### src/hdl/mod_pkg.sv
package mod_pkg;

  // ####################################################################
  // sizes.
  // ####################################################################

  localparam int num_segment    = 2;  // one-bit segment select.
  localparam int idx_width      = 15;
  localparam int sys_time_width = 56;
  localparam int sample_width   = 8;
  localparam int addr_width     = idx_width + 1;  // segment is the top bit.

  // ####################################################################
  // types.
  // ####################################################################

  typedef enum logic [7:0] {
    transition_sync_idx = 8'h00,
    transition_sys_time = 8'h01,
    transition_gpio     = 8'h02,
    transition_ext      = 8'hf0
  } transition_mode_t;

  typedef enum logic [1:0] {
    wait_start,
    finite_loop,
    infinite_loop
  } swap_state_t;

  // sync follows the index generator, tic counts locally.
  typedef enum logic {
    idx_mode_sync,
    idx_mode_tic
  } idx_mode_t;

endpackage

### src/hdl/mod_idx_gen.sv
`timescale 1ns/1ps
module mod_idx_gen
  import mod_pkg::*;
(
  input  logic                 CLK,
  input  logic                 rst_n,
  input  logic [15:0]          freq_div,
  input  logic [idx_width-1:0] cycle[num_segment],
  output logic [idx_width-1:0] sync_idx[num_segment]
);

  logic [15:0] presc_cnt;
  logic        tick;

  // divide by 0 or 1 both mean one step per clock.
  assign tick = (freq_div <= 16'd1) || (presc_cnt >= freq_div - 16'd1);

  always_ff @(posedge CLK) begin
    if (!rst_n) begin
      presc_cnt <= '0;
    end else if (tick) begin
      presc_cnt <= '0;
    end else begin
      presc_cnt <= presc_cnt + 16'd1;
    end
  end

  // ####################################################################
  // one index counter per segment, shared prescaler.
  // ####################################################################

  for (genvar i = 0; i < num_segment; i++) begin : gen_idx
    always_ff @(posedge CLK) begin
      if (!rst_n) begin
        sync_idx[i] <= '0;
      end else if (tick) begin
        if (sync_idx[i] >= cycle[i]) begin
          sync_idx[i] <= '0;  // wrap after the last index.
        end else begin
          sync_idx[i] <= sync_idx[i] + 1'b1;
        end
      end
    end
  end

endmodule

### config.mk
export PLATFORM = sky130hd
export DESIGN_NAME = mod_idx_gen
export DESIGN_NICKNAME = d
export VERILOG_FILES = /design/src/hdl/mod_pkg.sv /design/src/hdl/mod_idx_gen.sv
export SDC_FILE = /design/constraint.sdc
export NUM_CORES = 1
export LEC_CHECK = 0
export BUFFER_PORTS_ARGS = -buffer_cell sky130_fd_sc_hd__buf_2
export CORE_ASPECT_RATIO = 1.4
export CORE_UTILIZATION = 47
export CTS_BUF_LIST = sky130_fd_sc_hd__clkbuf_8
export DETAILED_ROUTE_END_ITERATION = 10
export GPL_TIMING_DRIVEN = 0
export PLACE_DENSITY = 0.75
export SLEW_MARGIN = 10
export SYNTH_ARGS = -nofsm -noshare
export SYNTH_HDL_FRONTEND = slang
export SYNTH_SLANG_ARGS = --single-unit
export TNS_END_PERCENT = 50
### constraint.sdc
create_clock -name CLK -period 3 [get_ports CLK]
set_input_delay 0.15 -clock CLK [delete_from_list [all_inputs] [get_ports CLK]]
set_output_delay 0.15 -clock CLK [all_outputs]
set_load 0.005 [all_outputs]
## Yosys cells after proc, flatten, opt, wreduce, memory -nomap -nowiden

Index checks and enable logic that the tools add are counted.

| storage, ports and cells | value |
|---|---|
| ROM bits | 0 |
| bits in registers | 46 |
| input bits | 48 |
| latch bits | 0 |
| memories kept | 0 |
| memory bits (writable) | 0 |

| operators by class | value |
|---|---|
| equal/unequal tests | 0 |
| muxes and demuxes | 2 |
| bitwise gates (word level) | 1 |
| add/subtract/negate cells | 4 |
| reduce and logical (&&, ||, !) cells | 2 |
| $lt $le $gt $ge | 4 |
| shift-type cells | 0 |
| div/mod/pow operators | 0 |
| $mul | 0 |

Operator list:

| kind | number |
|---|---|
| $add 15x1->15 const B | 2 |
| $ge 15x15->1 | 2 |
| $mux 15 | 2 |
| $add 16x1->16 const B | 1 |
| $ge 16x16->1 | 1 |
| $le 16x1->1 const B | 1 |
| $sub 16x1->16 const B | 1 |
| $reduce_or 2->1 | 1 |
| $logic_or 1x1->1 | 1 |
| $not 1->1 | 1 |

## Depth between registers and ports, before layout

| logic depth | value |
|---|---|
| depth after elaboration | 4 |
| gate-level depth with buffers | 14 |
| mapped depth without buffers | 12 |

## Least setup slack after synthesis

OpenSTA, ideal clock, no wires.

| path | value |
|---|---|
| path type | input -> register |
| start | in freq_div[2] |
| end | reg sync_idx[10] (netlist bit) |
| arrival time | 2.914 ns |
| path buffers | 1 |
| cell stages on the path | 11 |
| path slack | -0.031 ns |
| library setup time | 0.117 ns |
| cells stage by stage | or3_1 > nor3_1 > nand2_1 > nor4_1 > xnor2_1 > ha_1 > nand4_1 > nor2_1 > clkbuf_1 > o22ai_1 > a32o_2 |

| on the way | value |
|---|---|
| longest elaborated chain between the ends | 3 |
| elaborated cells on any way between the ends | 4 |
| classes of those cells | 1 x add/sub; 2 x order compare; 1 x reduce/logical |

RTL lines:

| element | RTL line | source |
|---|---|---|
| from (decl) | mod_idx_gen.sv:7 | `input logic [15:0] freq_div,` |
| $sub 16x1->16 | mod_idx_gen.sv:16 | `assign tick = (freq_div <= 16'd1) \|\| (presc_cnt >= freq_div - 16'd1);` |
| $ge 16x16->1 | mod_idx_gen.sv:16 |  |
| $logic_or 1x1->1 * | mod_idx_gen.sv:16 |  |
| to (signal, indexed assignment) | mod_idx_gen.sv:40 | `sync_idx[i] <= sync_idx[i] + 1'b1;` |
| to (decl) | mod_idx_gen.sv:9 | `output logic [idx_width-1:0] sync_idx[num_segment]` |

Mark *: on every way between the ends. The rest lies on a longest branch, timed or not.
A chain may end at the register's enable or synchronous reset.

## Final worst setup path

| path | value |
|---|---|
| start | in freq_div[2] |
| end | reg sync_idx[12] (netlist bit) |

Same word-level chain as after synthesis.

==> results by group <==
Run status
  • Status: completed

Timing
  • Max_slew headroom: 0.534
  • Setup Viol. Count Final: 0
  • Worst hold slack: 0.507 ns
  • FMAX: 344 MHz
  • Clock Skew: 0.0107 ns
  • Hold Vio Cnt, Final: 0
  • Period utilisation layout: 0.969
  • Tmin final: 2.91 ns
  • Pins Over Slew Limit: 0
  • Least-Margin Pin Slew: 0.699 ns

Setup path
  • CP delay by family, top: simple AND/OR/NAND/NOR gates
  • Worst setup SP type: input pin
  • CP cell instances: buf_2 -> or3_1 -> nor3_4 -> nand2_2 -> nor4_2 -> xnor2_1 -> ha_1 -> nand4_1 -> buf_4 -> nor2_4 -> clkbuf_4 -> o22ai_1 -> a32o_2
  • WP buf/inv: 3
  • Critical path class: in -> reg
  • Crit Path Max Fanout: 10
  • Endpoint class of the critical path: register
  • Crit path depth: 13
  • Register-to-Register Path Depth: 9
  • Crit-path max cell delay: 0.45 ns
  • Crit-path slowest cell: or3_1
  • CP arrival: 3.11 ns
  • WP data required: 3.20 ns

Pwr
  • Sw frac: 0.264
  • PwrDens: 267 mW/mm²
  • Total power: 1.18 mW
  • Sequential Power Share: 0.525
  • Max IR drop VDD: 0.000205 V
  • Combinational fraction of design power: 0.135
  • Switching pwr: 311 µW
  • Share of power burned in the clock network: 0.340
  • P_leak: 2.04 nW
  • Pint: 868 µW

Placement
  • Port-buffer cells: 77
  • Final Wtd Congestion: 0.874
  • DPL Wire Length: 7090 µm

Die
  • Die Wd: 77.0 µm
  • Ports: 78
  • DIE HEIGHT: 107 µm
  • # rows: 37
  • Initial Util: 0.493
  • DIE AREA: 0.00823 mm²
  • Core ar.: 0.00750 mm²

Global route
  • Initial antenna violation count: 0
  • Global-route wire length before repair: 15,500 µm
  • Vias in the first global route: 3,624
  • Largest net degree at the start of global routing: 15
  • Overflow after GRT: 0
  • GR Util All Layers: 0.227

Clocking
  • Clock-pin transition on the worst setup and hold timing paths: 0.09 ns
  • TritonCTS clock tree: done
  • CTS root buffer: clkbuf_8
  • Num CTS Buffers: 5
  • H-tree depth: 2
  • # hold bufs at CTS: 0
  • Clock buffer depth: 2
  • Sinks on the clock net: 46
  • Clock Latency Late Sink: 0.30 ns

Detailed routing
  • Antenna viol nets, final: 0
  • Vias/cell: 5.81
  • Via count: 3,768
  • Wire length per cell: 14.5 µm
  • Pre-Repair DR Iteration Count: 4
  • DRC viols: 0
  • Iteration-0 DRC Markers: 183
  • Final wirelength: 9410 µm

Min path
  • Hold WC Path Type: in -> reg
  • Hold Crit Depth: 4

Layout
  • Commonest non-fill, non-tap cells in the layout: 78 x buf_2, 53 x inv_1, 51 x ha_1
  • Area of the multi-input gates: 0.00255 mm²
  • Layout cells sized above 1: 0.236
  • Fillers: 715
  • Sequential standard cell area: 921 µm²
  • Area delta synth->final: 19.3%
  • ANT cells: 0
  • Commonest non-fill, non-tap cell in the layout: buf_2
  • Nets: 649

Yosys
  • Syn_area_per_cell: 8.02 µm²
  • Sequential share of the synthesized area: 0.249
  • Mapped cell area: 0.00370 mm²
  • Post-synthesis cell type count: 52
  • Cells after Synth: 461
  • #FFs+latches synth: 46
  • Number of flops mapped to enable cells by yosys: 0
  • Synth Flop Type: dfxtp_1
  • Async set-reset flop share out of synthesis: 0
  • Yosys Warn Count: 0
  • Syn Nets: 560

Run
  • Max-cap violation count: 0
[Yosys cell counts, types with 2 or more instances]
master | number | area share
or2_2 | 3 | 0.0051
nand2_1 | 37 | 0.038
or3_1 | 3 | 0.0051
a211oi_1 | 3 | 0.0061
xor2_1 | 15 | 0.036
nand2b_1 | 2 | 0.0034
a32o_2 | 10 | 0.030
nand3_1 | 21 | 0.028
o21ai_0 | 12 | 0.016
and3_1 | 13 | 0.022
inv_1 | 53 | 0.054
a21oi_1 | 18 | 0.024
nand4_1 | 12 | 0.020
nor3_1 | 12 | 0.016
nor3b_1 | 5 | 0.010
clkbuf_1 | 7 | 0.0071
dfxtp_1 | 46 | 0.25
nor4_1 | 10 | 0.017
and4_1 | 2 | 0.0047
buf_6 | 3 | 0.0091
xnor2_1 | 13 | 0.031
buf_2 | 3 | 0.0041
a21o_1 | 4 | 0.0081
ha_1 | 51 | 0.17
o2111ai_1 | 2 | 0.0047
a32o_1 | 3 | 0.0081
nor2_1 | 37 | 0.038
o31ai_4 | 2 | 0.012
o22ai_1 | 23 | 0.039
nor2b_1 | 3 | 0.0051
a32oi_1 | 12 | 0.028
[power by group through the flow]
stage	combinational (mW)	clock, mW	sequential, mW
after global routing	0.178	0.431	0.621
after CTS	0.154	0.403	0.619
final	0.159	0.401	0.619
after floorplan	0.0873	0	0.632
after global placement	0.141	0	0.634
after detailed placement	0.151	0	0.634
[path summary, 6_finish.rpt]
check | from | to | slack (ns)
setup / recovery | freq_div[2] | sync_idx[12] | 0.09
hold / removal | rst_n | presc_cnt[2] | 0.51
setup reg to reg | sync_idx[15] | sync_idx[28] | 0.37
hold reg to reg | presc_cnt[0] | presc_cnt[0] | 0.53
[sequential cells by signal (all words and copies together), names as in the netlist]
signal,count
sync_idx,30
presc_cnt,16
[kinds of logic (layout without fill, tap and decap cells)]
| group | Yosys count | after routing | share of synthesized area |
|---|---|---|---|
| buf+inv | 68 | 158 | 0.0771 |
| simple gates | 165 | 165 | 0.225 |
| mux | 1 | 1 | 0.00271 |
| compound gates | 102 | 102 | 0.208 |
| fa+ha+maj | 51 | 51 | 0.173 |
| flops | 46 | 46 | 0.249 |
| xor+xnor | 28 | 28 | 0.0663 |
[through the flow]
stage               worst slack, ns   util  setup TNS (ns)  instance area, µm²  std cells
floorplan                    0.0576      -               0                3700        461
global placement             -0.607  0.561          -19.81                4210        635
detailed placement           -0.723  0.561          -25.20                4210        635
CTS                          0.0171  0.578               0                4340        644
global route                -0.0609  0.588          -0.649                4410        648
finish                       0.0933  0.588               0                4410        648
[what timing repair did]
item	CTS	global route
endpoints found under the setup margin	46	32
cloned	0	0
resized for setup	7	11
setup buffers	1	4
pin swaps	2	3
[area by class of cell]
| type | instances | area share |
|---|---|---|
| Sequential cell | 46 | 0.209 |
| Inverter | 53 | 0.0451 |
| Clock buffer | 6 | 0.0187 |
| Clock inverter | 2 | 0.00284 |
| Timing Repair Buffer | 82 | 0.0959 |
| Tap cell | 97 | 0.0275 |
| Buffer | 15 | 0.0224 |
| Multi-Input combinational cell | 347 | 0.579 |
[worst register-to-register path, stage by stage, from the launching register on]
cell       delay [ns]
dfxtp_1          0.41
inv_1            0.09
ha_1             0.26
nand2b_1         0.13
a31oi_1          0.18
o21bai_1         0.13
a21oi_1          0.59
clkbuf_1         0.47
o2111ai_1        0.18
o21ai_0          0.11
[routing by layer]
metal / GRT usage / part of all wire / up-vias
met5: 0 / 0 / -
met4: 0.0876 / 0.020 / 0
met3: 0.0221 / 0.033 / 16
met2: 0.439 / 0.53 / 100
met1: 0.252 / 0.42 / 1786
li1: - / - / 1866
Power figures use the tool's default switching activity.
