<file path="config.mk">
export PLATFORM = sky130hd
export DESIGN_NAME = mod_swapchain
export DESIGN_NICKNAME = d
export VERILOG_FILES = /design/src/hdl/mod_pkg.sv /design/src/hdl/mod_swapchain.sv /design/src/hdl/mod_time_convert.sv
export SDC_FILE = /design/constraint.sdc
export NUM_CORES = 1
export LEC_CHECK = 0
export BUFFER_PORTS_ARGS = -buffer_cell sky130_fd_sc_hd__buf_2
export CORE_ASPECT_RATIO = 0.8
export CORE_MARGIN = 4
export CORE_UTILIZATION = 45
export CTS_BUF_LIST = sky130_fd_sc_hd__clkbuf_8
export DETAILED_ROUTE_END_ITERATION = 7
export GPL_TIMING_DRIVEN = 0
export PLACE_DENSITY = 0.72
export SYNTH_ARGS = -nofsm -noshare
export SYNTH_HDL_FRONTEND = slang
export SYNTH_SLANG_ARGS = --single-unit
</file>
<file path="constraint.sdc">
create_clock -name CLK -period 6.7 [get_ports CLK]
set_input_delay 0.67 -clock CLK [delete_from_list [all_inputs] [get_ports CLK]]
set_output_delay 0.67 -clock CLK [all_outputs]
set_load 0.05 [all_outputs]
</file>
<file path="src/hdl/mod_pkg.sv">
package mod_pkg;

  // ####################################################################
  // sizes.
  // ####################################################################

  localparam int num_segment    = 2;  // one-bit segment select.
  localparam int idx_width      = 15;
  localparam int sys_time_width = 56;
  localparam int sample_width   = 8;
  localparam int addr_width     = idx_width + 1;  // segment is the top bit.

  // ####################################################################
  // types.
  // ####################################################################

  typedef enum logic [7:0] {
    transition_sync_idx = 8'h00,
    transition_sys_time = 8'h01,
    transition_gpio     = 8'h02,
    transition_ext      = 8'hf0
  } transition_mode_t;

  typedef enum logic [1:0] {
    wait_start,
    finite_loop,
    infinite_loop
  } swap_state_t;

  // sync follows the index generator, tic counts locally.
  typedef enum logic {
    idx_mode_sync,
    idx_mode_tic
  } idx_mode_t;

endpackage

</file>
<file path="src/hdl/mod_swapchain.sv">
`timescale 1ns/1ps
module mod_swapchain
  import mod_pkg::*;
#(
  parameter int conv_latency = 3
) (
  input  logic                      CLK,
  input  logic                      rst_n,
  input  logic [sys_time_width-1:0] sys_time,
  input  logic                      update_settings,
  input  logic                      req_segment,
  input  transition_mode_t          transition_mode,
  input  logic [63:0]               transition_value,
  input  logic [8:0]                ufreq_mult,
  input  logic [idx_width-1:0]      cycle[num_segment],
  input  logic [15:0]               rep[num_segment],
  input  logic [idx_width-1:0]      sync_idx[num_segment],
  input  logic [3:0]                gpio_in,
  output logic                      stop,
  output logic                      segment,
  output logic [idx_width-1:0]      idx[num_segment]
);

  localparam logic [15:0] rep_infinite = 16'hffff;
  localparam logic [1:0]  sub_stages   = 2'd2;

  swap_state_t               state;
  idx_mode_t                 idx_mode;
  logic                      ext_mode;
  logic                      req_seg_q;
  logic [15:0]               rep_q;
  logic [15:0]               loop_cnt;
  logic                      wait_conv;
  logic [1:0]                sub_wait;
  logic                      conv_din_valid;
  logic                      conv_dout_valid;
  logic [sys_time_width-1:0] deadline;
  logic [sys_time_width-1:0] sub_a;
  logic [sys_time_width-1:0] sub_b;
  logic [sys_time_width:0]   time_diff;  // top bit set while before deadline.
  logic                      idx_changed[num_segment];
  logic [idx_width-1:0]      idx_old[num_segment];
  logic [idx_width-1:0]      tic_idx[num_segment];
  logic                      start_hit;
  logic                      wrap_hit;

  mod_time_convert #(
    .conv_latency(conv_latency)
  ) i_time_convert (
    .CLK         (CLK),
    .rst_n       (rst_n),
    .ec_time     (transition_value),
    .ufreq_mult  (ufreq_mult),
    .din_valid   (conv_din_valid),
    .sys_time_out(deadline),
    .dout_valid  (conv_dout_valid)
  );

  // two-stage deadline compare.
  always_ff @(posedge CLK) begin
    sub_a     <= sys_time;
    sub_b     <= deadline;
    time_diff <= {1'b0, sub_a} - {1'b0, sub_b};
  end

  for (genvar i = 0; i < num_segment; i++) begin : gen_idx
    always_ff @(posedge CLK) idx_old[i] <= sync_idx[i];
    assign idx_changed[i] = idx_old[i] != sync_idx[i];
    assign idx[i] = (idx_mode == idx_mode_sync) ? idx_old[i] : tic_idx[i];
  end

  // ####################################################################
  // trigger and wrap detection.
  // ####################################################################

  always_comb begin
    case (transition_mode)
      transition_sync_idx: start_hit = idx_changed[req_seg_q] && (sync_idx[req_seg_q] == '0);
      transition_sys_time: begin
        start_hit = !wait_conv && (sub_wait == sub_stages - 2'd1)
                    && !time_diff[sys_time_width];
      end
      transition_gpio: start_hit = idx_changed[req_seg_q] && gpio_in[transition_value[1:0]];
      default:         start_hit = 1'b0;
    endcase
  end

  always_comb begin
    if (idx_mode == idx_mode_sync) begin
      wrap_hit = idx_changed[segment] && (sync_idx[segment] == '0);
    end else begin
      wrap_hit = idx_changed[segment] && (tic_idx[segment] == cycle[segment]);
    end
  end

  // ####################################################################
  // segment state machine.
  // ####################################################################

  always_ff @(posedge CLK) begin
    if (!rst_n) begin
      state          <= infinite_loop;
      idx_mode       <= idx_mode_sync;
      segment        <= 1'b0;
      stop           <= 1'b0;
      ext_mode       <= 1'b0;
      req_seg_q      <= 1'b0;
      rep_q          <= '0;
      loop_cnt       <= '0;
      wait_conv      <= 1'b0;
      sub_wait       <= '0;
      conv_din_valid <= 1'b0;
      for (int i = 0; i < num_segment; i++) tic_idx[i] <= '0;
    end else if (update_settings) begin
      if (rep[req_segment] == rep_infinite) begin
        stop           <= 1'b0;
        segment        <= req_segment;
        idx_mode       <= idx_mode_sync;
        ext_mode       <= transition_mode == transition_ext;
        conv_din_valid <= 1'b0;
        state          <= infinite_loop;
      end else begin
        rep_q          <= rep[req_segment];
        req_seg_q      <= req_segment;
        conv_din_valid <= transition_mode == transition_sys_time;  // one-cycle pulse.
        wait_conv      <= transition_mode == transition_sys_time;
        sub_wait       <= '0;
        state          <= wait_start;
      end
    end else begin
      conv_din_valid <= 1'b0;
      case (state)
        wait_start: begin
          if (wait_conv) begin
            if (conv_dout_valid) wait_conv <= 1'b0;
          end else if (sub_wait != sub_stages - 2'd1) begin
            sub_wait <= sub_wait + 2'd1;  // let the compare see the new deadline.
          end
          if (start_hit) begin
            stop               <= 1'b0;
            loop_cnt           <= '0;
            segment            <= req_seg_q;
            tic_idx[req_seg_q] <= '0;
            state              <= finite_loop;
            if (transition_mode == transition_sync_idx) begin
              idx_mode <= idx_mode_sync;
            end else begin
              idx_mode <= idx_mode_tic;
            end
          end
        end
        infinite_loop: begin
          if (ext_mode && idx_changed[segment] && (sync_idx[segment] == '0)) begin
            segment <= ~segment;
          end
        end
        finite_loop: begin
          if ((idx_mode == idx_mode_tic) && idx_changed[segment]) begin
            tic_idx[segment] <= wrap_hit ? '0 : tic_idx[segment] + 1'b1;
          end
          if (wrap_hit) begin
            if (loop_cnt == rep_q) begin
              stop <= 1'b1;
            end else begin
              loop_cnt <= loop_cnt + 16'd1;
            end
          end
        end
        default: state <= infinite_loop;
      endcase
    end
  end

endmodule

</file>
<file path="src/hdl/mod_time_convert.sv">
`timescale 1ns/1ps
module mod_time_convert
  import mod_pkg::*;
#(
  parameter int conv_latency = 3
) (
  input  logic                      CLK,
  input  logic                      rst_n,
  input  logic [63:0]               ec_time,
  input  logic [8:0]                ufreq_mult,
  input  logic                      din_valid,
  output logic [sys_time_width-1:0] sys_time_out,
  output logic                      dout_valid
);

  // first stage registers the inputs, the rest carry the product.
  localparam int mult_stages = conv_latency - 1;

  logic [46:0]               ec_r;
  logic [8:0]                mult_r;
  logic                      in_valid;
  logic [sys_time_width-1:0] product;
  logic [sys_time_width-1:0] prod_pipe[mult_stages];
  logic                      prod_valid[mult_stages];

  assign product = ec_r * mult_r;  // 47 x 9 bits fits in 56.

  always_ff @(posedge CLK) begin
    if (din_valid) begin
      ec_r   <= ec_time[46:0];
      mult_r <= ufreq_mult;
    end
    // a stage only moves when its predecessor holds a result.
    if (in_valid) prod_pipe[0] <= product;
    for (int s = 1; s < mult_stages; s++) begin
      if (prod_valid[s-1]) prod_pipe[s] <= prod_pipe[s-1];
    end
  end

  always_ff @(posedge CLK) begin
    if (!rst_n) begin
      in_valid <= 1'b0;
      for (int s = 0; s < mult_stages; s++) prod_valid[s] <= 1'b0;
    end else begin
      in_valid      <= din_valid;
      prod_valid[0] <= in_valid;
      for (int s = 1; s < mult_stages; s++) prod_valid[s] <= prod_valid[s-1];
    end
  end

  assign sys_time_out = prod_pipe[mult_stages-1];  // holds until the next result.
  assign dout_valid   = prod_valid[mult_stages-1];

endmodule

</file>
# Word-level counts from Yosys, hierarchy flattened
# Memory sizes are Yosys's and may differ from the RTL's. A register that Yosys moved wholly into a read port is not among the register bits.
# Cells that the tools add are included.
# totals
register_bits	213
mem_bits_rw	174
input_bits	237
out_inout_bits	32
wordCells	179
n_memories	4
# mem_list
memory	depth	width	read_ports	rd_clocked_by_memory_dff	write_ports	line_no	rtl
i_time_convert.prod_pipe	2	56	2	1	2	mod_time_convert.sv:23	logic [sys_time_width-1:0] prod_pipe[mult_stages];
idx_old	2	15	2	0	2	mod_swapchain.sv:42	logic [idx_width-1:0] idx_old[num_segment];
tic_idx	2	15	3	1	2	mod_swapchain.sv:43	logic [idx_width-1:0] tic_idx[num_segment];
i_time_convert.prod_valid	2	1	2	0	2	mod_time_convert.sv:24	logic prod_valid[mult_stages];
# op_classes
addsub	4
mul	1
magnitude_cmp	4
eq_ne	23
mux	84
bitwise	9
reduce_logical	34
# ops
operator	n
15-bit 2-to-1 mux	14
16-bit 2-to-1 mux	6
56-bit by 56-bit subtractor with 57-bit output	1
47-bit by 9-bit multiplier with 56-bit output	1
1-bit 2-to-1 mux	50
16-bit one-hot mux with 2 select lines	1
15-bit zero test	2
15-bit != test	2
15-bit OR reduction	2
16-bit by 1-bit adder with 16-bit output (second input constant)	1
16-bit == test	1
16-bit == test (second input constant)	1
2-bit 2-to-1 mux	8
15-bit by 1-bit adder with 15-bit output (second input constant)	1
15-bit == test	1
3-bit != test (second input constant)	4
2-bit != test (second input constant)	5
5-bit AND reduction	2
1-bit logical AND	9
8-bit by 1-bit == test with 1-bit output (second input constant)	1
8-bit by 2-bit == test with 1-bit output (second input constant)	1
8-bit == test (second input constant)	1
8-bit zero test	1
2-bit AND reduction	4
other kinds (21)	39

# Depth between registers and ports, before layout
# Gate-level depths: netlist (run 1).
# depth
ltp_word	15
depth_mapped	22
mapped_depth_nobuf	20

# Cells and area by module
# Synthesis (run 1) repeated with hierarchy kept, for this count alone.
# hier_totals
hier_cells	2716
area_unflattened_um2	28371.0
# modules_own_cells
mod	instances	cells_each	area_per_inst_um2	seq_area_each_um2
mod_time_convert	1	1775	18637.9	5104.9
mod_swapchain	1	941	9733.1	4644.5

# Worst setup path before layout (run 1)
# Ideal clock, no wire load.
# synth_timing
path_kind	flip-flop to flip-flop
startpoint	register i_time_convert.mult_r[2]
endpoint	memory i_time_convert.prod_pipe[0][53] (data pin)
setup_time_ps	258
t_arrival_ps	5261
required_ps	6442
slack_ps	1181
path_stages_with_launch	22
n_path_buf	3
synth_period_minus_slack_ps	5519
cell_sequence	edfxtp_1 > clkbuf_1 > clkbuf_1 > nand2_1 > fa_1 > inv_1 > fa_1 > fa_1 > inv_1 > fa_1 > inv_1 > ha_1 > clkbuf_1 > nand4_1 > nor3_1 > nand2_1 > nor4bb_1 > o221a_2 > o31a_1 > o311ai_1 > a21oi_1 > xnor2_1
# synth_lines
item	line_no	rtl
start, declared	mod_time_convert.sv:20	logic [8:0] mult_r;
start signal, assigned	mod_time_convert.sv:31	mult_r <= ufreq_mult;
end, declared	mod_time_convert.sv:23	

==> results of run 1 <==
==> registers in the layout, indices dropped and copies added (netlist names), 2 cells and up, named ones only <==
register,count
i_time_convert.prod_pipe,112
sub_a,56
sub_b,56
i_time_convert.ec_r,47
idx_old,30
tic_idx,30
loop_cnt,16
rep_q,16
i_time_convert.mult_r,9
i_time_convert.prod_valid,2
state,2
sub_wait,2
==> cells in the final DEF, fill, tap and decap left out, types with 9 or more instances in the layout <==
cell type	netlist	routed
clkbuf_8	0	71
bufinv_16	0	9
inv_1	405	421
nand2_1	244	244
nand2b_1	9	9
clkbuf_1	87	73
nor4_1	20	20
xnor2_1	52	52
a211oi_1	18	18
and2_1	271	271
buf_4	3	11
mux2i_1	43	43
fa_1	316	316
a21oi_1	76	76
dfxtp_1	190	187
clkinv_2	0	13
mux2_2	33	33
and3_1	15	15
o21a_1	13	13
nand4_1	39	39
a21o_1	48	48
nor3_1	34	34
edfxtp_1	198	198
xor2_1	75	75
buf_2	0	250
o211ai_1	10	10
nand3_1	19	19
ha_1	137	137
nor2_1	102	102
o21ai_0	60	59
nor2b_1	19	19
==> metal layers <==
metal  vias up  routed length, um  track usage
li1       9224                  -            -
met1      9244              30600        0.291
met2       676              30200        0.330
met3        94               5770       0.0566
met4         4               1710       0.0538
met5         -                 27            0
==> power groups by stage <==
stage                     registers [uW]  clock network, uW  logic, uW
after floorplan                     2600                  0        230
after global placement              2610                  0        372
after detailed placement            2610                  0        377
after CTS                           2550               2390        380
after global routing                2560               2490        418
final                               2550               2310        378
==> cell usage after synthesis, drive strengths merged (34+ instances only) <==
| master | count | area, sq um |
|---|---|---|
| clkbuf | 87 | 327 |
| dfxtp | 190 | 3800 |
| nand4 | 40 | 256 |
| a21oi | 76 | 380 |
| and2 | 271 | 1700 |
| mux2i | 43 | 430 |
| nor3 | 34 | 170 |
| edfxtp | 198 | 5950 |
| fa | 316 | 6330 |
| o21ai | 61 | 305 |
| nand2 | 244 | 916 |
| a21o | 48 | 360 |
| ha | 137 | 1710 |
| inv | 405 | 1520 |
| xor2 | 75 | 657 |
| xnor2 | 52 | 455 |
| nor2 | 102 | 383 |
==> worst paths after layout <==
check	start	end	slack, ps
max	i_time_convert.mult_r[3]$_DFFE_PP_	i_time_convert.prod_pipe[0][53]$_DFFE_PP_	220
min reg2reg	i_time_convert.prod_pipe[1][13]$_DFFE_PP_	sub_b[13]$_DFF_P_	310
min	sys_time[53]	sub_a[53]$_DFF_P_	90
max reg2reg	i_time_convert.mult_r[3]$_DFFE_PP_	i_time_convert.prod_pipe[0][53]$_DFFE_PP_	220
==> cell families (layout without fill, tap and decap cells) <==
| group | after synthesis | count (layout) |
|---|---|---|
| adder cells (fa/ha/maj) | 453 | 453 |
| XOR/XNOR | 127 | 127 |
| buffers and inverters | 499 | 871 |
| other | 0 | 4 |
| AND/OR/NAND/NOR | 816 | 816 |
| AO/OA/AOI/OAI | 282 | 282 |
| multiplexers | 77 | 77 |
| flip-flops | 388 | 388 |
==> metrics by stage <==
stage	hold slack, ps	worst slack (ps)
final	89.3	219
after global routing	23.1	7.56
after CTS	26.3	45.3
after detailed placement	327	-161
after global placement	324	-140
after floorplan	323	1180
==> final cells by class <==
cell class / instances / area (sq um)
antenna: 4 / 10.0
buffer: 87 / 354
clock buffer: 71 / 977
clock inverter: 44 / 469
fill: 5560 / 29400
inverter: 405 / 1520
multi-input combinational: 1755 / 16100
sequential: 388 / 9760
tap: 830 / 1040
timing repair buffer: 264 / 1430
==> timing repair <==
action,CTS,global route
buffers inserted,0,10
setup endpoints to repair,9,12
gates resized for setup,2,11
==> worst max-delay path, cell delays in order (launching register included) <==
cell	delay, ps
edfxtp_1	750
clkbuf_1	560
and2_1	240
fa_1	450
fa_1	470
fa_1	570
inv_1	70
fa_1	530
inv_1	50
ha_1	260
clkbuf_1	280
nand4_1	190
nor3_1	340
nand2_1	90
nor4bb_1	150
o221a_2	320
o31a_1	360
o311ai_1	280
a21oi_1	130
xnor2_1	130
==> run metrics, run 1 <==
status complete, no violations; die height 230 um; DRC 0; antenna violations before repair 5; combinational power share 0.072; H-tree lvl count 2; Clock Path Buffers 3; RSZ-0062 raised after global routing no; crit start category flip-flop; estimated wirelength of the detail-placed design 54.4 mm; Compound-Gate Fraction of Synth Area 0.0668; power after layout 5240 uW; multiplexer share of the synthesized area 0.0298; Worst VDD drop 0.152 mV; Cells after DPL 3726; Post-DP Area 0.0301 sq mm; hold crit path type primary input to flip-flop; Final Non-Filler Cells 3848; Final Hold Viols 0; core area 0.0610 sq mm; switch share 0.233; final core occ 0.518; post-synthesis xor/xnor area fraction 0.0401; Cells after Synth 2642; Switch Pwr 1220 uW; number of global-route vias before repair 20100; CTS tree yes; number of port buffers 250; relative slew slack 0.266; final setup fails 0; worst skew pair latency 680 ps; full die area 0.0656 sq mm; CP arrival 6910 ps; number of flops mapped to enable cells by yosys 198; Final Skew 48.7 ps; Yosys reg bits 388; final worst path period need 6480 ps; I/O Pins 269; FF-to-FF path depth 19; GPL Wtd Cong 0.944; clock network fraction of design power 0.440; Post-Syn Area 0.0277 sq mm; syn_nets 3332; global-route usage over all layers 0.210; maxcap violations 0; Worst Tran Pin Value 1100 ps; prevailing post-synth register cell edfxtp_1; CTS buffer count 61; drt first pass iters 5; post-synthesis sequential area ratio 0.352; setup TNS 0 ps; die width 285 um; area grow syn2layout 14.1%; CP max FO 11; std cell rows 81; DRT antenna net count 0; Worst Hold Path Cells 1; Cell Pwr Density 166 mW/mm^2; Tcrit/Tclk final 0.967; asr flop ratio synth 0; Worst EP required 7130 ps; total number of vias 19200; simple-gate share of the synthesized area 0.153; Synth cell types 74; P_int 4020 uW; syn avg cell area 10.5 sq um; endpoint class of the critical path flip-flop; DR iter-0 viols 1120; design area 0.0316 sq mm; Total Routed Length 68.3 mm; first-pass GRT wire length 110 mm; Slew Limit Fails 0; share of layout cells above drive strength 1 0.142; Nets 3652; FMAX 0.154 GHz; Starting Density 0.454; Adder-Cell Fraction of Synth Area 0.290; Reg clk slew, reported paths 70 ps; LEAKAGE 0.0146 uW; CTS Hold Bufs 0; CTS sink count 388; register share of total power 0.488; pin count of the biggest net entering global routing 48; vias per cell 5.00; total grt overflow 0; CP Class flip-flop to flip-flop; CTS root buf clkbuf_8; combinational family with the most area after synthesis adder cells; number of synthesis warnings 0; WL per Instance 17.7 um
Note: power is estimated with default switching activity, not from simulation.
==> inputs of run 2 (changes only) <==
--- a/config.mk
+++ b/config.mk
@@ -15,4 +15,5 @@
 export PLACE_DENSITY = 0.72
 export SYNTH_ARGS = -nofsm -noshare
 export SYNTH_HDL_FRONTEND = slang
+export SYNTH_HIERARCHICAL = 1
 export SYNTH_SLANG_ARGS = --single-unit
==> run 2 against run 1 <==
- combinational power grew 5.3%
- maximum frequency up 0.78%
- count of clock-buffer cells in the layout is 2 higher
- largest power group unchanged
- clock power is 8% lower
- sequential share of layout area shrank 0.44 points
- cell area is 1.4% higher
- non-clock buffer count is 54 higher
- die area grew 2.3%
- critical path depth unchanged
==> run metrics, run 2 <==
status complete, no violations; Worst Hold Launch sys_time[25]; worst skew pair latency 650 ps; first-pass GRT wire length 110 mm; CP arrival 6800 ps; Worst Hold Path Cells 1; number of global-route vias before repair 19800; CTS root buf clkbuf_8; H-tree lvl count 3; CP max FO 10; GPL Wtd Cong 0.917; area grow syn2layout 13.1%; std cell rows 82; Worst EP required 7070 ps; Regs by FF count i_time_convert/prod_pipe: 112 flops, sub_a: 56 flops, sub_b: 56 flops; worst setup path startpoint i_time_convert/mult_r[3]$_DFFE_PP_; Worst Path Buf+Inv 4; CTS tree yes; Hold Path End sub_a[25]$_DFF_P_; number of synthesis warnings 6; Crit path max-delay family adder cells; hold crit path type primary input to flip-flop; commonest cells in the netlist inv_1 (405), fa_1 (316), and2_1 (269); asr flop ratio synth 0; WL per Instance 17.8 um; max FFs per register 112; FMAX 0.156 GHz; final worst path period need 6430 ps; Slew Limit Fails 0; post-synthesis sequential area ratio 0.344; final setup fails 0; die height 233 um; maxcap violations 0; Starting Density 0.454; slowest cell on the critical path fa_1; estimated wirelength of the detail-placed design 55.3 mm; FF/Latch Area 0.00975 sq mm; LEAKAGE 0.0146 uW; number of flops mapped to enable cells by yosys 198; global-route usage over all layers 0.211; area share of the largest cell type after synthesis 0.223; relative slew slack 0.392; Total Routed Length 69.8 mm; Reg clk slew, reported paths 60 ps; syn avg cell area 10.4 sq um; DRT antenna net count 0; antenna violations before repair 3; Tcrit/Tclk final 0.960; vias per cell 5.04; number of port buffers 251; total grt overflow 0; DRC 0; syn_nets 3406; FF-to-FF path depth 19; power after layout 5090 uW; count leader, synth inv_1; Cells after DPL 3810; Post-Syn Area 0.0284 sq mm; Clock Path Buffers 3; share of layout cells above drive strength 1 0.156; Reg2Reg Launch Point i_time_convert/mult_r[3]$_DFFE_PP_; Nets 3726; R2R Path End i_time_convert/prod_pipe[0][49]$_DFFE_PP_; crit-path most repeated cell fa_1; Worst Tran Pin Value 912 ps; commonest cells after routing, fill and taps aside inv_1 (427), fa_1 (316), and2_1 (269), buf_2 (258), nand2_1 (243); most common cell after layout, fill and taps aside inv_1; I/O Pins 269; total number of vias 19800; Cell Pwr Density 159 mW/mm^2; Reg with most FFs i_time_convert/prod_pipe; leading area contributor after synthesis fa_1; CP Class flip-flop to flip-flop; FILL cells 5599; setup TNS 0 ps; crit start category flip-flop; core area 0.0625 sq mm; Final Hold Viols 0; Cell Chain, Critical Path clkbuf_1, clkbuf_1, and2_1, fa_1, fa_1, fa_1, inv_1, fa_1, inv_1, ha_1, and2_1, nand3_1, nor3_1, o211ai_1, and3_1, o31a_1, o21ai_0, a31oi_1, xnor2_1; slowest stage delay, CP 630 ps; Worst VDD drop 0.110 mV; CTS sink count 388; prevailing post-synth register cell edfxtp_1; die width 289 um; final core occ 0.513; CTS Hold Bufs 0; drt first pass iters 7; CTS buffer count 66; Synth cell types 77; endpoint class of the critical path flip-flop; pre-CTS setup slack 242 ps; flop2flop setup slack 270 ps; Final Non-Filler Cells 3930; RSZ-0062 raised after global routing no; Final Skew 26.3 ps; pin count of the biggest net entering global routing 44; Yosys reg bits 388; full die area 0.0672 sq mm; DR iter-0 viols 1429; area of the multi-input gates 0.0163 sq mm; Setup WS post-layout 269 ps; most area-consuming cells after synthesis fa_1 (22%), edfxtp_1 (21%), dfxtp_1 (13%), ha_1 (6.0%), and2_1 (5.9%); Cells after Synth 2716
run 2: kinds of logic (layout without fill, tap and decap cells):
family                     Yosys count  in the layout  share of synthesized area
AOI/OAI and AO/OA                  305            305                     0.0723
other                                0              4                          0
buffers and inverters              560            930                     0.0825
muxes                               80             80                     0.0301
xor gates and xnor gates           126            126                     0.0389
DFF                                388            388                      0.344
adders and majority gates          453            453                      0.283
and+or+nand+nor                    804            804                      0.149
run 2: per-layer routing:
layer	GRT usage	up-vias	part of all wire
met5	0	-	0
met4	0.0555	0	0.024
met3	0.0682	115	0.095
met2	0.297	728	0.41
met1	0.314	9508	0.47
li1	-	9463	-
run 2: worst max-delay path by stage:
stage	to	cells past startpoint
detailed placement	i_time_convert/prod_pipe[0][40]$_DFFE_PP_	19
finish	i_time_convert/prod_pipe[0][49]$_DFFE_PP_	19
CTS	i_time_convert/prod_pipe[0][40]$_DFFE_PP_	19
global placement	i_time_convert/prod_pipe[0][49]$_DFFE_PP_	19
floorplan	i_time_convert/prod_pipe[0][40]$_DFFE_PP_	19
global route	i_time_convert/prod_pipe[0][49]$_DFFE_PP_	19
run 2: cell type report:
cell class,instances,area share
clock buffer,73,0.0313
clock inverter,45,0.00975
inverter,407,0.0476
tap,840,0.0328
multi-input combinational,1768,0.508
timing repair buffer,254,0.0410
antenna,4,0.000312
buffer,151,0.0254
sequential,388,0.304
run 2: stage by stage:
stage                     instance area (sq um)  hold WS [ps]
after floorplan                           28400           400
after global placement                    30700           401
after detailed placement                  30700           405
after CTS                                 32100          57.2
after global routing                      32100          63.7
final                                     32100           129
run 2: timing repair:
action,in CTS,in global routing
endpoints found under the setup margin,0,3
resized for setup,0,13
hold endpoints to repair,0,0
buffers inserted,0,0
run 2: worst register-to-register path, stage by stage (launching register included):
cell and delay (ps):
edfxtp_1 350, clkbuf_1 480, clkbuf_1 600, and2_1 240, fa_1 430, fa_1 470, fa_1 550, inv_1 60
fa_1 630, inv_1 80, ha_1 390, and2_1 240, nand3_1 140, nor3_1 170, o211ai_1 110, and3_1 200
o31a_1 300, o21ai_0 400, a31oi_1 160, xnor2_1 170
run 2: power breakdown:
group	leakage (uW)	internal [uW]	total (uW)	switching (uW)
Combinational	0.0105	167	398	230
Clock	0.000733	1130	2130	993
Sequential	0.00340	2530	2560	32.2
Total	0.0146	3830	5090	1260
