## config.mk

```make
export PLATFORM = sky130hd
export DESIGN_NAME = mod_sample_fetch
export DESIGN_NICKNAME = d
export VERILOG_FILES = /design/src/hdl/mod_pkg.sv /design/src/hdl/mod_sample_fetch.sv
export SDC_FILE = /design/constraint.sdc
export NUM_CORES = 1
export LEC_CHECK = 0
export ABC_CLOCK_PERIOD_IN_PS = 5900
export BUFFER_PORTS_ARGS = -buffer_cell sky130_fd_sc_hd__buf_4
export CAP_MARGIN = 5
export CORE_ASPECT_RATIO = 1.5
export CORE_MARGIN = 4
export CORE_UTILIZATION = 54
export DETAILED_ROUTE_END_ITERATION = 12
export GPL_ROUTABILITY_DRIVEN = 0
export PLACE_DENSITY = 0.86
export SLEW_MARGIN = 20
export SYNTH_ARGS = -nofsm -noshare
export SYNTH_HDL_FRONTEND = slang
export SYNTH_SLANG_ARGS = --single-unit
```

## constraint.sdc

```tcl
create_clock -name CLK -period 5.9 [get_ports CLK]
set_input_delay 0.885 -clock CLK [delete_from_list [all_inputs] [get_ports CLK]]
set_output_delay 0.885 -clock CLK [all_outputs]
set_load 0.005 [all_outputs]
```

## src/hdl/mod_pkg.sv

```systemverilog
package mod_pkg;

  // ####################################################################
  // sizes.
  // ####################################################################

  localparam int num_segment    = 2;  // one-bit segment select.
  localparam int idx_width      = 15;
  localparam int sys_time_width = 56;
  localparam int sample_width   = 8;
  localparam int addr_width     = idx_width + 1;  // segment is the top bit.

  // ####################################################################
  // types.
  // ####################################################################

  typedef enum logic [7:0] {
    transition_sync_idx = 8'h00,
    transition_sys_time = 8'h01,
    transition_gpio     = 8'h02,
    transition_ext      = 8'hf0
  } transition_mode_t;

  typedef enum logic [1:0] {
    wait_start,
    finite_loop,
    infinite_loop
  } swap_state_t;

  // sync follows the index generator, tic counts locally.
  typedef enum logic {
    idx_mode_sync,
    idx_mode_tic
  } idx_mode_t;

endpackage

```

## src/hdl/mod_sample_fetch.sv

```systemverilog
`timescale 1ns/1ps
module mod_sample_fetch
  import mod_pkg::*;
#(
  parameter int max_credit = 4
) (
  input  logic                    CLK,
  input  logic                    rst_n,
  input  logic                    segment,
  input  logic [idx_width-1:0]    idx[num_segment],
  input  logic                    stop,
  output logic                    rd_req,
  output logic [addr_width-1:0]   rd_addr,
  input  logic                    rd_gnt,
  input  logic [sample_width-1:0] rd_data,
  input  logic                    credit_return,
  output logic                    sample_valid,
  output logic [sample_width-1:0] sample_data,
  output logic                    sample_segment,
  output logic [idx_width-1:0]    sample_idx,
  output logic [15:0]             drop_count
);

  localparam int credit_width = $clog2(max_credit + 1);

  typedef enum logic [1:0] {
    fetch_idle,
    fetch_req,
    fetch_data
  } fetch_state_t;

  fetch_state_t           state;
  logic [credit_width-1:0] credits;
  logic [idx_width-1:0]   cur_idx;
  logic [idx_width-1:0]   last_idx;
  logic                   last_seg;
  logic                   new_idx;
  logic                   issue;
  logic                   tag_seg;
  logic [idx_width-1:0]   tag_idx;

  assign cur_idx = idx[segment];
  assign new_idx = !stop && ((cur_idx != last_idx) || (segment != last_seg));
  // a read may start unless one is waiting for its grant.
  assign issue   = new_idx && (state != fetch_req) && (credits != '0);

  always_ff @(posedge CLK) begin
    if (!rst_n) begin
      credits <= credit_width'(max_credit);
    end else begin
      credits <= credits + credit_width'(credit_return) - credit_width'(issue);
    end
  end

  always_ff @(posedge CLK) begin
    if (!rst_n) begin
      state        <= fetch_idle;
      rd_req       <= 1'b0;
      sample_valid <= 1'b0;
      drop_count   <= '0;
      last_idx     <= '0;
      last_seg     <= 1'b0;
    end else begin
      last_idx     <= cur_idx;
      last_seg     <= segment;
      sample_valid <= 1'b0;
      if (new_idx && !issue) drop_count <= drop_count + 16'd1;  // stale index, skip it.
      case (state)
        fetch_req: begin
          if (rd_gnt) begin
            rd_req <= 1'b0;
            state  <= fetch_data;
          end
        end
        default: begin
          if (state == fetch_data) sample_valid <= 1'b1;
          if (issue) begin
            rd_req <= 1'b1;
            state  <= fetch_req;
          end else begin
            state <= fetch_idle;
          end
        end
      endcase
    end
  end

  always_ff @(posedge CLK) begin
    if (issue) begin
      rd_addr <= {segment, cur_idx};
      tag_seg <= segment;
      tag_idx <= cur_idx;
    end
    if (state == fetch_data) begin
      sample_data    <= rd_data;
      sample_segment <= tag_seg;
      sample_idx     <= tag_idx;
    end
  end

endmodule

```

# --- Yosys cells after proc, flatten, opt, wreduce, memory -nomap -nowiden ---
# Index checks and enable logic that the tools add are counted.
totals:
  reg_bits: 95
op_classes:
  add_sub_neg: 3
  magnitude_cmp: 1
  eq_ne: 6
  mux: 10
  bitwise_logic: 2
  reduce_logical: 11
ops:
  columns: ["cell", "count"]
  rows:
  - ["two-way mux 15 bit", 3]
  - ["adder 16 x 1 -> 16 bit (second input constant)", 1]
  - ["inequality test 15 bit", 1]
  - ["two-way mux 1 bit", 5]
  - ["logical AND 1 bit", 4]
  - ["two-way mux 2 bit", 2]
  - ["adder 3 x 1 -> 3 bit", 1]
  - ["nonzero test 3 bit", 1]
  - ["subtractor 3 x 1 -> 3 bit", 1]
  - ["equality test 2 x 1 -> 1 bit (second input constant)", 1]
  - ["equality test 2 bit (second input constant)", 1]
  - ["greater-or-equal comparator 2 bit (second input constant)", 1]
  - ["zero test 1 bit", 2]
  - ["inequality test 2 x 1 -> 1 bit (second input constant)", 1]
  - ["inequality test 2 bit (second input constant)", 1]
  - ["NOT 1 -> 2 bit", 1]
  - ["AND reduction 2 bit", 1]
  - ["nonzero test 2 bit", 1]
  - ["OR reduction 2 bit", 1]
  - ["logical OR 1 bit", 1]
  - ["inequality test 1 bit", 1]
  - ["NOT 1 bit", 1]

# --- Depth between registers and ports, before layout ---
# Gate-level depths: netlist of the first run.
depth:
  word_depth: 11
  mapped_depth: 17
  depth_no_buf: 15

# --- Worst setup path before layout of the first run ---
# OpenSTA, ideal clock, no wires.
synth_timing:
  path_type: "in2reg"
  from: "input port segment"
  to: "register credits[2]"
  setup_time_ns: 0.126
  arrival_ns: 3.785
  setup_slack_ns: 1.990
  cell_stages: 16
  n_path_buf: 1
  path_cell_list: "buf_6 > mux2i_2 > xnor2_1 > nor4_2 > nand4_2 > o21bai_4 > or2_2 > inv_1 > ha_1 > inv_1 > ha_1 > inv_1 > fa_1 > xor2_1 > xnor2_1 > nand2_1"
synth_via:
  elab_chain_len: 10
  elab_cells_between_ends: 11
synth_rtl:
  columns: ["element", "line_no", "text"]
  rows:
  - ["start: declaration", "mod_sample_fetch.sv:9", "input logic segment,"]
  - ["NOT 1 -> 2 bit (not written as such)", "mod_sample_fetch.sv:42", "assign cur_idx = idx[segment];"]
  - ["two-way mux 15 bit (not written as such) (3 in a row)", "mod_sample_fetch.sv:42", null]
  - ["inequality test 15 bit", "mod_sample_fetch.sv:43", "assign new_idx = !stop && ((cur_idx != last_idx) || (segment != last_seg));"]
  - ["logical OR 1 bit *", "mod_sample_fetch.sv:43", null]
  - ["logical AND 1 bit *", "mod_sample_fetch.sv:43", null]
  - ["logical AND 1 bit * (2 in a row)", "mod_sample_fetch.sv:45", "assign issue = new_idx && (state != fetch_req) && (credits != '0);"]
  - ["named net issue", "mod_sample_fetch.sv:38", "logic issue;"]
  - ["subtractor 3 x 1 -> 3 bit *", "mod_sample_fetch.sv:51", "credits <= credits + credit_width'(credit_return) - credit_width'(issue);"]
  - ["end signal: assignment", "mod_sample_fetch.sv:49", "credits <= credit_width'(max_credit);"]
  - ["end signal: assignment", "mod_sample_fetch.sv:51", null]
  - ["end: declaration", "mod_sample_fetch.sv:33", "logic [credit_width-1:0] credits;"]
# The timed path passes the listed nets; every way through them passes the cells marked *. The select of a mux whose other input is x is not followed.
# A chain may end at the register's enable or synchronous reset.

# --- Worst setup path after layout of the first run ---
# Ends and elaborated chain as after synthesis.

==> flow_summary.ini, run 1 <==
[timing]
rsz0062_at_grt = false
worstMarginPinSlew_ns = 0.6894
hold_violations = 0
relSlewSlack_pct = 53.99
skew_ns = 0.008022
fmax_mhz = 235.4
slew_violations = 0
period_needed_ns = 4.248
fin_crit_sh_pct = 72.00
fin_setup_tns_ns = 0
setup_violations = 0

[min_path]
hold_depth = 0
hp-start = rd_addr[11]
hold_class = reg -> reg
min_to = sample_idx[11]

[placement]
hpwl_mm = 5.044
place_inst = 419
portBuffers = 101
post_dp_cell_area_sq_um = 3958

[finish]
layout_common_cells = buf_4 (101), edfxtp_1 (40), dfxtp_1 (39)
n_antenna_cell = 0
final_nets = 408
fin_area_sq_um = 4158
nFillCells = 383
final_common_cell = buf_4
final_cells = 435
synthToLayoutAreaGrowth_pct = 31.29
finalCoreUtilization_pct = 74.59
final_layout_size_suffix_gt1_share_pct = 35.34

[worst_setup_path]
reg2reg_from = last_idx[5]
cp.required_ns = 6.12
critPathKind = in -> reg
end_kind = flop
r2r_end = credits[2]
r2r_slack_ns = 2.51
cp.arrival_ns = 4.47
rr_worst_depth = 14
path_max_fanout = 19
critPathLaunchType = primary input

[die]
dieArea_sq_um = 7179
ioPinCount = 102
die_w_um = 70.53
coreArea_sq_um = 5574
die-height_um = 101.8
rows = 33
initial_core_util_pct = 56.81

[global_routing]
gr-usage-all-layers_pct = 19.17
grt_first_pass_wirelength_mm = 10.74
overflow = 0
antenna_found_initial = 0
grt_start_max_net_pins = 29
grt_pass1_vias = 2194

[routing]
vias = 2238
post-route-drc-count = 0
drt-pass1-iter-count = 4
drt-total-wl_mm = 6.661
drtIter0Drc = 116
vias_per_cell = 5.145
antenna_left = 0
routedWlPerCell_um = 15.31

[clock_tree]
tritoncts = done
cts_resized = 0
clk_latency_ns = 0.34
clock_sinks = 79
cts_buffers = 9
cts-htree-levels = 3
postCtsHoldBufs = 0
ctsRootBufferMaster = clkbuf_8
clk_path_buf_depth = 2
path_clk_slew_ns = 0.08
cts_setup_buffers = 0

[pwr]
finalPower_mw = 1.241
leakagePower_nw = 1.739
p_per_area_nw_per_um2 = 298.5
peakVddDrop_mv = 0.2310

[yosys]
ys_seq_area_share_pct = 62.58
synth_async_sr_flop_share_pct = 0
netlist_top_cells_area = edfxtp_1 (38%), dfxtp_1 (25%), mux2i_1 (5.7%), xnor2_1 (4.4%), inv_1 (2.5%)
netlist_area_sq_um = 3167
syn_area_per_cell_sq_um = 12.37
yosys.area.top_type = edfxtp_1
synth_edf_count = 40
synth_top_area_share_pct = 37.93
syn_nets = 304
yosysUniqueCellTypes = 39
ys_seq_elements = 79
synth_top_flop_cell = edfxtp_1
yosys_warnings = 0
syn_inst = 256

[flow_run]
drv_cap = 0

[status]
outcome = complete, no violations
[how the worst max path moves through the flow]
stage | slack [ns] | endpoint | cells after the start | from
CTS | 1.61 | credits[2] | 16 | segment
detailed placement | 1.25 | credits[2] | 16 | segment
floorplan | 1.99 | credits[2] | 16 | segment
global route | 1.32 | credits[2] | 16 | segment
finish | 1.65 | credits[2] | 16 | segment
global placement | 1.50 | credits[2] | 16 | segment
[worst max-delay path, cell delays in order]
cell and delay (ns):
buf_4 0.30, mux2i_2 0.33, xnor2_1 0.12, nor4_2 0.37, nand4_2 0.25, o21bai_4 0.31, or2_2 0.18, inv_1 0.30
ha_1 0.40, inv_1 0.06, ha_1 0.13, inv_1 0.04, fa_1 0.37, xor2_1 0.16, xnor2_1 0.18, nand2_1 0.07
[cell families (layout without fill, tap and decap cells)]
logic type	Yosys count	count (layout)	share of synthesized area, %
buffers and inverters	29	138	4.307
multiplexers	23	23	7.783
AO/OA/AOI/OAI	16	16	3.635
AND/OR/NAND/NOR	85	85	14.34
XOR/XNOR	20	20	5.531
flip-flops	79	79	62.58
adder cells (fa/ha/maj)	4	4	1.818
[per-stage QoR]
step           setup WS [ns]  hold WS (ns)
2_1_floorplan          1.990        0.4277
4_1_cts                1.608        0.4526
3_5_place_dp           1.248        0.4333
5_1_grt                1.321        0.4796
3_3_place_gp           1.496        0.4310
6_report               1.652        0.4528
[synth_stat cells, types with 2 or more instances]
cell type and instances:
edfxtp_1 40, dfxtp_1 39, inv_1 21, nand2_1 20, mux2i_1 18, nor2_1 18
xnor2_1 16, nand2b_1 11, and2_1 6, nor4_1 6, a21oi_1 5, clkbuf_1 5
mux2i_2 4, o31ai_1 4, or4_1 4, xor2_1 4, ha_1 3, nand3_1 3
nor2b_1 3, o211ai_1 3, and3_1 2, nand4_1 2, nor3_1 2, or2_2 2
[final cells by class]
class / instances / area, sq um / area share, %
Tap cell: 70 / 87.58 / 2.107
Clock buffer: 9 / 123.9 / 2.979
Multi-Input combinational cell: 148 / 1056 / 25.40
Timing Repair Buffer: 101 / 758.2 / 18.24
Clock inverter: 7 / 71.32 / 1.715
Inverter: 21 / 78.83 / 1.896
Sequential cell: 79 / 1982 / 47.67
[sequential cells by signal, indices dropped and copies added (netlist names)]
register,cells
rd_addr,16
last_idx,15
drop_count,16
sample_valid,1
sample_segment,1
last_seg,1
sample_idx,15
state,2
sample_data,8
rd_req,1
credits,3
[report_power, final]
part	switching (mW)	leakage, nW	internal, mW	total, mW
Combinational	0.0927	0.956	0.0984	0.191
Sequential	0.0255	0.690	0.633	0.658
Clock	0.196	0.0937	0.196	0.392
Total	0.314	1.74	0.927	1.24
[metal layers]
layer,track usage (%),share of wire [%],up-vias
li1,-,-,1083
met5,0,0,-
met3,5.958,7.9,6
met2,33.84,53,94
met4,5.752,0.98,0
met1,22.31,39,1055
(Power assumes the default switching activity.)
==> run 2: changes to the inputs <==
--- a/config.mk
+++ b/config.mk
@@ -5,15 +5,16 @@
 export SDC_FILE = /design/constraint.sdc
 export NUM_CORES = 1
 export LEC_CHECK = 0
-export ABC_CLOCK_PERIOD_IN_PS = 5900
+export ABC_AREA = 1
+export ABC_CLOCK_PERIOD_IN_PS = 3800
 export BUFFER_PORTS_ARGS = -buffer_cell sky130_fd_sc_hd__buf_4
 export CAP_MARGIN = 5
 export CORE_ASPECT_RATIO = 1.5
 export CORE_MARGIN = 4
-export CORE_UTILIZATION = 54
+export CORE_UTILIZATION = 47
 export DETAILED_ROUTE_END_ITERATION = 12
 export GPL_ROUTABILITY_DRIVEN = 0
-export PLACE_DENSITY = 0.86
+export PLACE_DENSITY = 0.78
 export SLEW_MARGIN = 20
 export SYNTH_ARGS = -nofsm -noshare
 export SYNTH_HDL_FRONTEND = slang
==> constraint.sdc (replaced) <==
create_clock -name CLK -period 3.8 [get_ports CLK]
set_input_delay 0.57 -clock CLK [delete_from_list [all_inputs] [get_ports CLK]]
set_output_delay 0.57 -clock CLK [all_outputs]
set_load 0.005 [all_outputs]
==> run 2 against run 1 <==
Against the previous run: critical endpoint unchanged; combinational power increased by 94%; sequential power up 57%; critical path depth up 2; clock power up 97%; non-clock buffer count rose by 4; cell area increased by 15%; first-iteration DRC count is 10% higher; sequential share of layout area fell by 6.1 points.
==> flow_summary.ini, run 2 <==
[status]
outcome = complete, no violations

[clock_tree]
clock_sinks = 79
ctsRootBufferMaster = clkbuf_16
path_clk_slew_ns = 0.06
cts-htree-levels = 3
cts_setup_buffers = 0
clk_latency_ns = 0.33
tritoncts = done
clk_path_buf_depth = 2
cts_resized = 0
postCtsHoldBufs = 0
cts_buffers = 9

[yosys]
yosys_warnings = 0
synth_top_flop_cell = edfxtp_1
ys_seq_elements = 79
syn_nets = 475
synth_top_area_share_pct = 32.82
ys_seq_area_share_pct = 54.15
netlist_top_cells_area = edfxtp_1 (33%), dfxtp_1 (21%), nand2_1 (12%), inv_1 (6.9%), nor2_1 (4.0%)
syn_area_per_cell_sq_um = 8.571
yosysUniqueCellTypes = 27
yosysMostFrequentCell = nand2_1
syn_inst = 427
synth_edf_count = 40
netlist_area_sq_um = 3660
synth_common_cells = nand2_1 (116), inv_1 (67), edfxtp_1 (40), dfxtp_1 (39), nor2_1 (39)
yosys.area.top_type = edfxtp_1
synth_async_sr_flop_share_pct = 0

[worst_setup_path]
end_kind = flop
path_max_fanout = 31
cp.arrival_ns = 3.26
cp.required_ns = 4.08
critPathKind = in -> reg
critPathLaunchType = primary input
rr_worst_depth = 13

[placement]
place_inst = 621
portBuffers = 101
hpwl_mm = 6.358

[flow_run]
drv_cap = 0

[die]
coreArea_sq_um = 7612
die-height_um = 116.1
dieArea_sq_um = 9292
die_w_um = 80.05
ioPinCount = 102
rows = 39
initial_core_util_pct = 48.08

[timing]
skew_ns = 0.006580
setup_violations = 0
fin_crit_sh_pct = 78.59
rsz0062_at_grt = false
relSlewSlack_pct = 54.04
fmax_mhz = 334.9
worstMarginPinSlew_ns = 0.6878
period_needed_ns = 2.986
fin_setup_tns_ns = 0
hold_violations = 0
slew_violations = 0

[global_routing]
grt_pass1_vias = 3081
antenna_found_initial = 0
grt_start_max_net_pins = 32
gr-usage-all-layers_pct = 19.13
grt_first_pass_wirelength_mm = 13.77
overflow = 0

[finish]
synthToLayoutAreaGrowth_pct = 30.29
final_common_cell = nand2_1
final_nets = 578
final_layout_size_suffix_gt1_share_pct = 26.54
final_cells = 637
n_antenna_cell = 0
layout_common_cells = nand2_1 (116), buf_4 (105), inv_1 (67)
top_regs = drop_count x16, rd_addr x16

[routing]
drtIter0Drc = 128
antenna_left = 0
vias_per_cell = 4.909
routedWlPerCell_um = 13.50
drt-pass1-iter-count = 4
vias = 3127
drt-total-wl_mm = 8.597
post-route-drc-count = 0

[pwr]
peakVddDrop_mv = 0.2531
leakagePower_nw = 2.179
p_per_area_nw_per_um2 = 455.2

[min_path]
hold_depth = 1
hold_class = in -> reg
==> run 2: changes by cell type in the layout (fill, tap and decap cells not counted), moves of 13 or more <==
cell	delta
mux2i_1	-18
nand2_1	+96
nand4_1	+13
nand3_1	+23
nor2_1	+20
inv_1	+46
==> run 2: cell type report <==
type	instances	area [sq um]
Fill cell	692	2844
Sequential cell	79	1982
Multi-Input combinational cell	265	1340
Timing Repair Buffer	105	788.3
Inverter	70	262.8
Clock buffer	12	246.5
Tap cell	102	127.6
Clock inverter	4	21.27
==> run 2: per-layer routing <==
| layer | global-route usage, % | vias to the layer above | share of wire [%] |
|---|---|---|---|
| met4 | 9.132 | 0 | 2.7 |
| li1 | - | 1559 | - |
| met2 | 34.02 | 132 | 53 |
| met1 | 20.32 | 1415 | 37 |
| met3 | 5.910 | 21 | 7.7 |
| met5 | 0 | - | 0 |
==> run 2: path summary, 6_finish.rpt <==
kind,to,start,slack [ns]
min,sample_data[4],rd_data[4],0.41
max reg2reg,credits[2],state[1],1.41
max,credits[2],segment,0.81
min reg2reg,sample_idx[12],rd_addr[12],0.45
==> run 2: power breakdown <==
group | switching, mW | internal (mW)
clock network | 0.316 | 0.455
registers | 0.0433 | 0.986
logic | 0.206 | 0.164
==> run 2: worst max-delay path, stage by stage <==
cell and delay (ns):
buf_4 0.21, inv_2 0.34, nand2_1 0.13, nand3b_1 0.10
nand2_1 0.05, nor2_1 0.14, nand2_1 0.07, nor2_1 0.12
nand2_2 0.07, nand3b_1 0.13, inv_1 0.09, ha_1 0.27
inv_1 0.05, ha_1 0.12, inv_1 0.05, fa_1 0.37
or2_2 0.30, nand3_1 0.06
==> run 2: through the flow <==
step	instance area, sq um	setup slack, ns	util (%)	hold slack, ns	power, mW
2_1_floorplan	3660	0.7553	-	0.4277	1.256
4_1_cts	4763	0.8252	62.57	0.3983	2.194
3_5_place_dp	4496	0.4817	59.06	0.4395	1.417
5_1_grt	4768	0.5624	62.64	0.4041	2.279
3_3_place_gp	4496	0.5481	59.06	0.4362	1.401
6_report	4768	0.8137	62.64	0.4124	2.171
==> run 2: cell families (layout without fill, tap and decap cells) <==
family / after synthesis / count (layout) / synth area share (%)
AO/OA/AOI/OAI: 19 / 19 / 3.624
XOR/XNOR: 15 / 15 / 3.590
adder cells (fa/ha/maj): 4 / 4 / 1.573
buffers and inverters: 83 / 191 / 9.436
flip-flops: 79 / 79 / 54.15
AND/OR/NAND/NOR: 227 / 227 / 27.62
==> run 3: changes to the inputs <==
--- a/config.mk
+++ b/config.mk
@@ -6,15 +6,15 @@
 export NUM_CORES = 1
 export LEC_CHECK = 0
 export ABC_AREA = 1
-export ABC_CLOCK_PERIOD_IN_PS = 3800
+export ABC_CLOCK_PERIOD_IN_PS = 3100
 export BUFFER_PORTS_ARGS = -buffer_cell sky130_fd_sc_hd__buf_4
 export CAP_MARGIN = 5
 export CORE_ASPECT_RATIO = 1.5
 export CORE_MARGIN = 4
-export CORE_UTILIZATION = 47
+export CORE_UTILIZATION = 52
 export DETAILED_ROUTE_END_ITERATION = 12
 export GPL_ROUTABILITY_DRIVEN = 0
-export PLACE_DENSITY = 0.78
+export PLACE_DENSITY = 0.82
 export SLEW_MARGIN = 20
 export SYNTH_ARGS = -nofsm -noshare
 export SYNTH_HDL_FRONTEND = slang
==> constraint.sdc (replaced) <==
create_clock -name CLK -period 3.1 [get_ports CLK]
set_input_delay 0.465 -clock CLK [delete_from_list [all_inputs] [get_ports CLK]]
set_output_delay 0.465 -clock CLK [all_outputs]
set_load 0.005 [all_outputs]
==> run 3 against run 2 <==
Against the previous run: clock power rose by 16%; sequential share of layout area rose by 0.11 points; cell area fell by 0.26%; clock skew rose by 0.0011 ns; worst setup slack got worse by 0.34 ns; critical endpoint unchanged; largest power group unchanged.
==> flow_summary.ini, run 3 (synthesis results as in run 2) <==
[status]
outcome = complete, no violations

[worst_setup_path]
critPathTopFamily = simple AND/OR/NAND/NOR gates
path_buf_inv = 6
path_cells = buf_4 -> inv_2 -> buf_12 -> nand2_1 -> nand3b_1 -> nand2_1 -> nor2_1 -> nand2_1 -> nor2_1 -> nand2_2 -> nand3b_1 -> inv_1 -> ha_1 -> inv_1 -> ha_1 -> inv_1 -> fa_1 -> or2_2 -> nand3_1
cp.arrival_ns = 2.93
end_kind = flop
path_max_fanout = 19
cpPeakStageDelay_ns = 0.37
critPathKind = in -> reg
critPathLaunchType = primary input
cp.required_ns = 3.40
critPathSlowestCell = fa_1

[flow_run]
drv_cap = 0

[pwr]
peakVddDrop_mv = 0.2932
finalPower_mw = 2.621
leakagePower_nw = 2.194
p_per_area_nw_per_um2 = 551.1

[die]
ioPinCount = 102
coreArea_sq_um = 6852
dieArea_sq_um = 8472
rows = 37
die_w_um = 76.50
die-height_um = 110.7
initial_core_util_pct = 53.41

[placement]
place_inst = 601
portBuffers = 101
post_dp_cell_area_sq_um = 4521
hpwl_mm = 6.311

[clock_tree]
clk_path_buf_depth = 2
clk_latency_ns = 0.36
cts_setup_buffers = 0
cts_buffers = 9
cts_resized = 0
tritoncts = done
path_clk_slew_ns = 0.08
clock_sinks = 79
cts-htree-levels = 3
postCtsHoldBufs = 0
ctsRootBufferMaster = clkbuf_8

[global_routing]
gr-usage-all-layers_pct = 20.74
grt_start_max_net_pins = 31
overflow = 0
grt_pass1_vias = 3133
grt_first_pass_wirelength_mm = 14.15
antenna_found_initial = 0

[timing]
period_needed_ns = 2.630
rsz0062_at_grt = false
fmax_mhz = 380.2
fin_setup_tns_ns = 0
hold_violations = 0
worstMarginPinSlew_ns = 0.6398
slew_violations = 0
fin_crit_sh_pct = 84.85
skew_ns = 0.007637
setup_violations = 0
relSlewSlack_pct = 57.08

[routing]
drtIter0Drc = 249
vias_per_cell = 5.088
drt-pass1-iter-count = 4
drt-total-wl_mm = 8.577
antenna_left = 0
vias = 3139
routedWlPerCell_um = 13.90
post-route-drc-count = 0

[finish]
final_nets = 582
synthToLayoutAreaGrowth_pct = 29.95
layout_common_cells = nand2_1 (116), buf_4 (107), inv_1 (67)
n_antenna_cell = 0
final_common_cell = nand2_1
final_cells = 617
fin_area_sq_um = 4756
final_layout_size_suffix_gt1_share_pct = 27.46
top_regs = drop_count x16, rd_addr x16

[min_path]
hold_class = in -> reg
[run 3: cell types whose count changed in the layout (fill, tap and decap cells not counted), sizes merged]
cell / delta
bufinv: +3
clkbuf: -3
buf: +4
[run 3: worst paths after layout]
kind / cells past startpoint / to / from / slack [ns]
worst max-delay path: 19 / credits[2] / segment / 0.47
worst min-delay path: 1 / sample_data[1] / rd_data[1] / 0.28
worst max register to register: 13 / credits[2] / state[1] / 0.70
worst min register to register: 0 / sample_idx[10] / rd_addr[10] / 0.45
[run 3: worst register-to-register path, stage by stage, from the launching register on]
cell	delay, ns
dfxtp_1	0.31
inv_1	0.11
nand2_1	0.10
o31ai_2	0.07
buf_4	0.26
nand3b_1	0.18
inv_1	0.07
ha_1	0.27
inv_1	0.06
ha_1	0.13
inv_1	0.05
fa_1	0.37
or2_2	0.30
nand3_1	0.07
[run 3: metal layers]
layer  global-route usage (%)  up-vias  wire, um
met5                        0        -         0
met4                    8.585        0       182
met3                    4.472       15       495
met2                    39.17       99      4690
met1                    21.79     1454      3207
li1                         -     1571         -
[run 3: final cells by class]
| class | instances | area (sq um) |
|---|---|---|
| fill | 559 | 2096 |
| sequential | 79 | 1982 |
| multi-input combinational | 265 | 1335 |
| timing repair buffer | 109 | 843.3 |
| inverter | 70 | 262.8 |
| clock buffer | 9 | 123.9 |
| clock inverter | 7 | 111.4 |
| tap | 78 | 97.59 |
[run 3: metrics by stage]
step | hold slack (ns) | setup WS [ns] | util [%]
after global routing | 0.2668 | 0.2091 | 69.41
after detailed placement | 0.4351 | 0.1100 | 65.98
after global placement | 0.4329 | 0.2095 | 65.98
final | 0.2803 | 0.4695 | 69.41
after CTS | 0.2631 | 0.4819 | 69.41
after floorplan | 0.4277 | 0.1603 | -
[run 3: where the power goes]
part | internal (mW) | switching, mW | total, mW
registers | 1.21 | 0.0530 | 1.26
logic | 0.209 | 0.255 | 0.464
clock network | 0.529 | 0.369 | 0.898
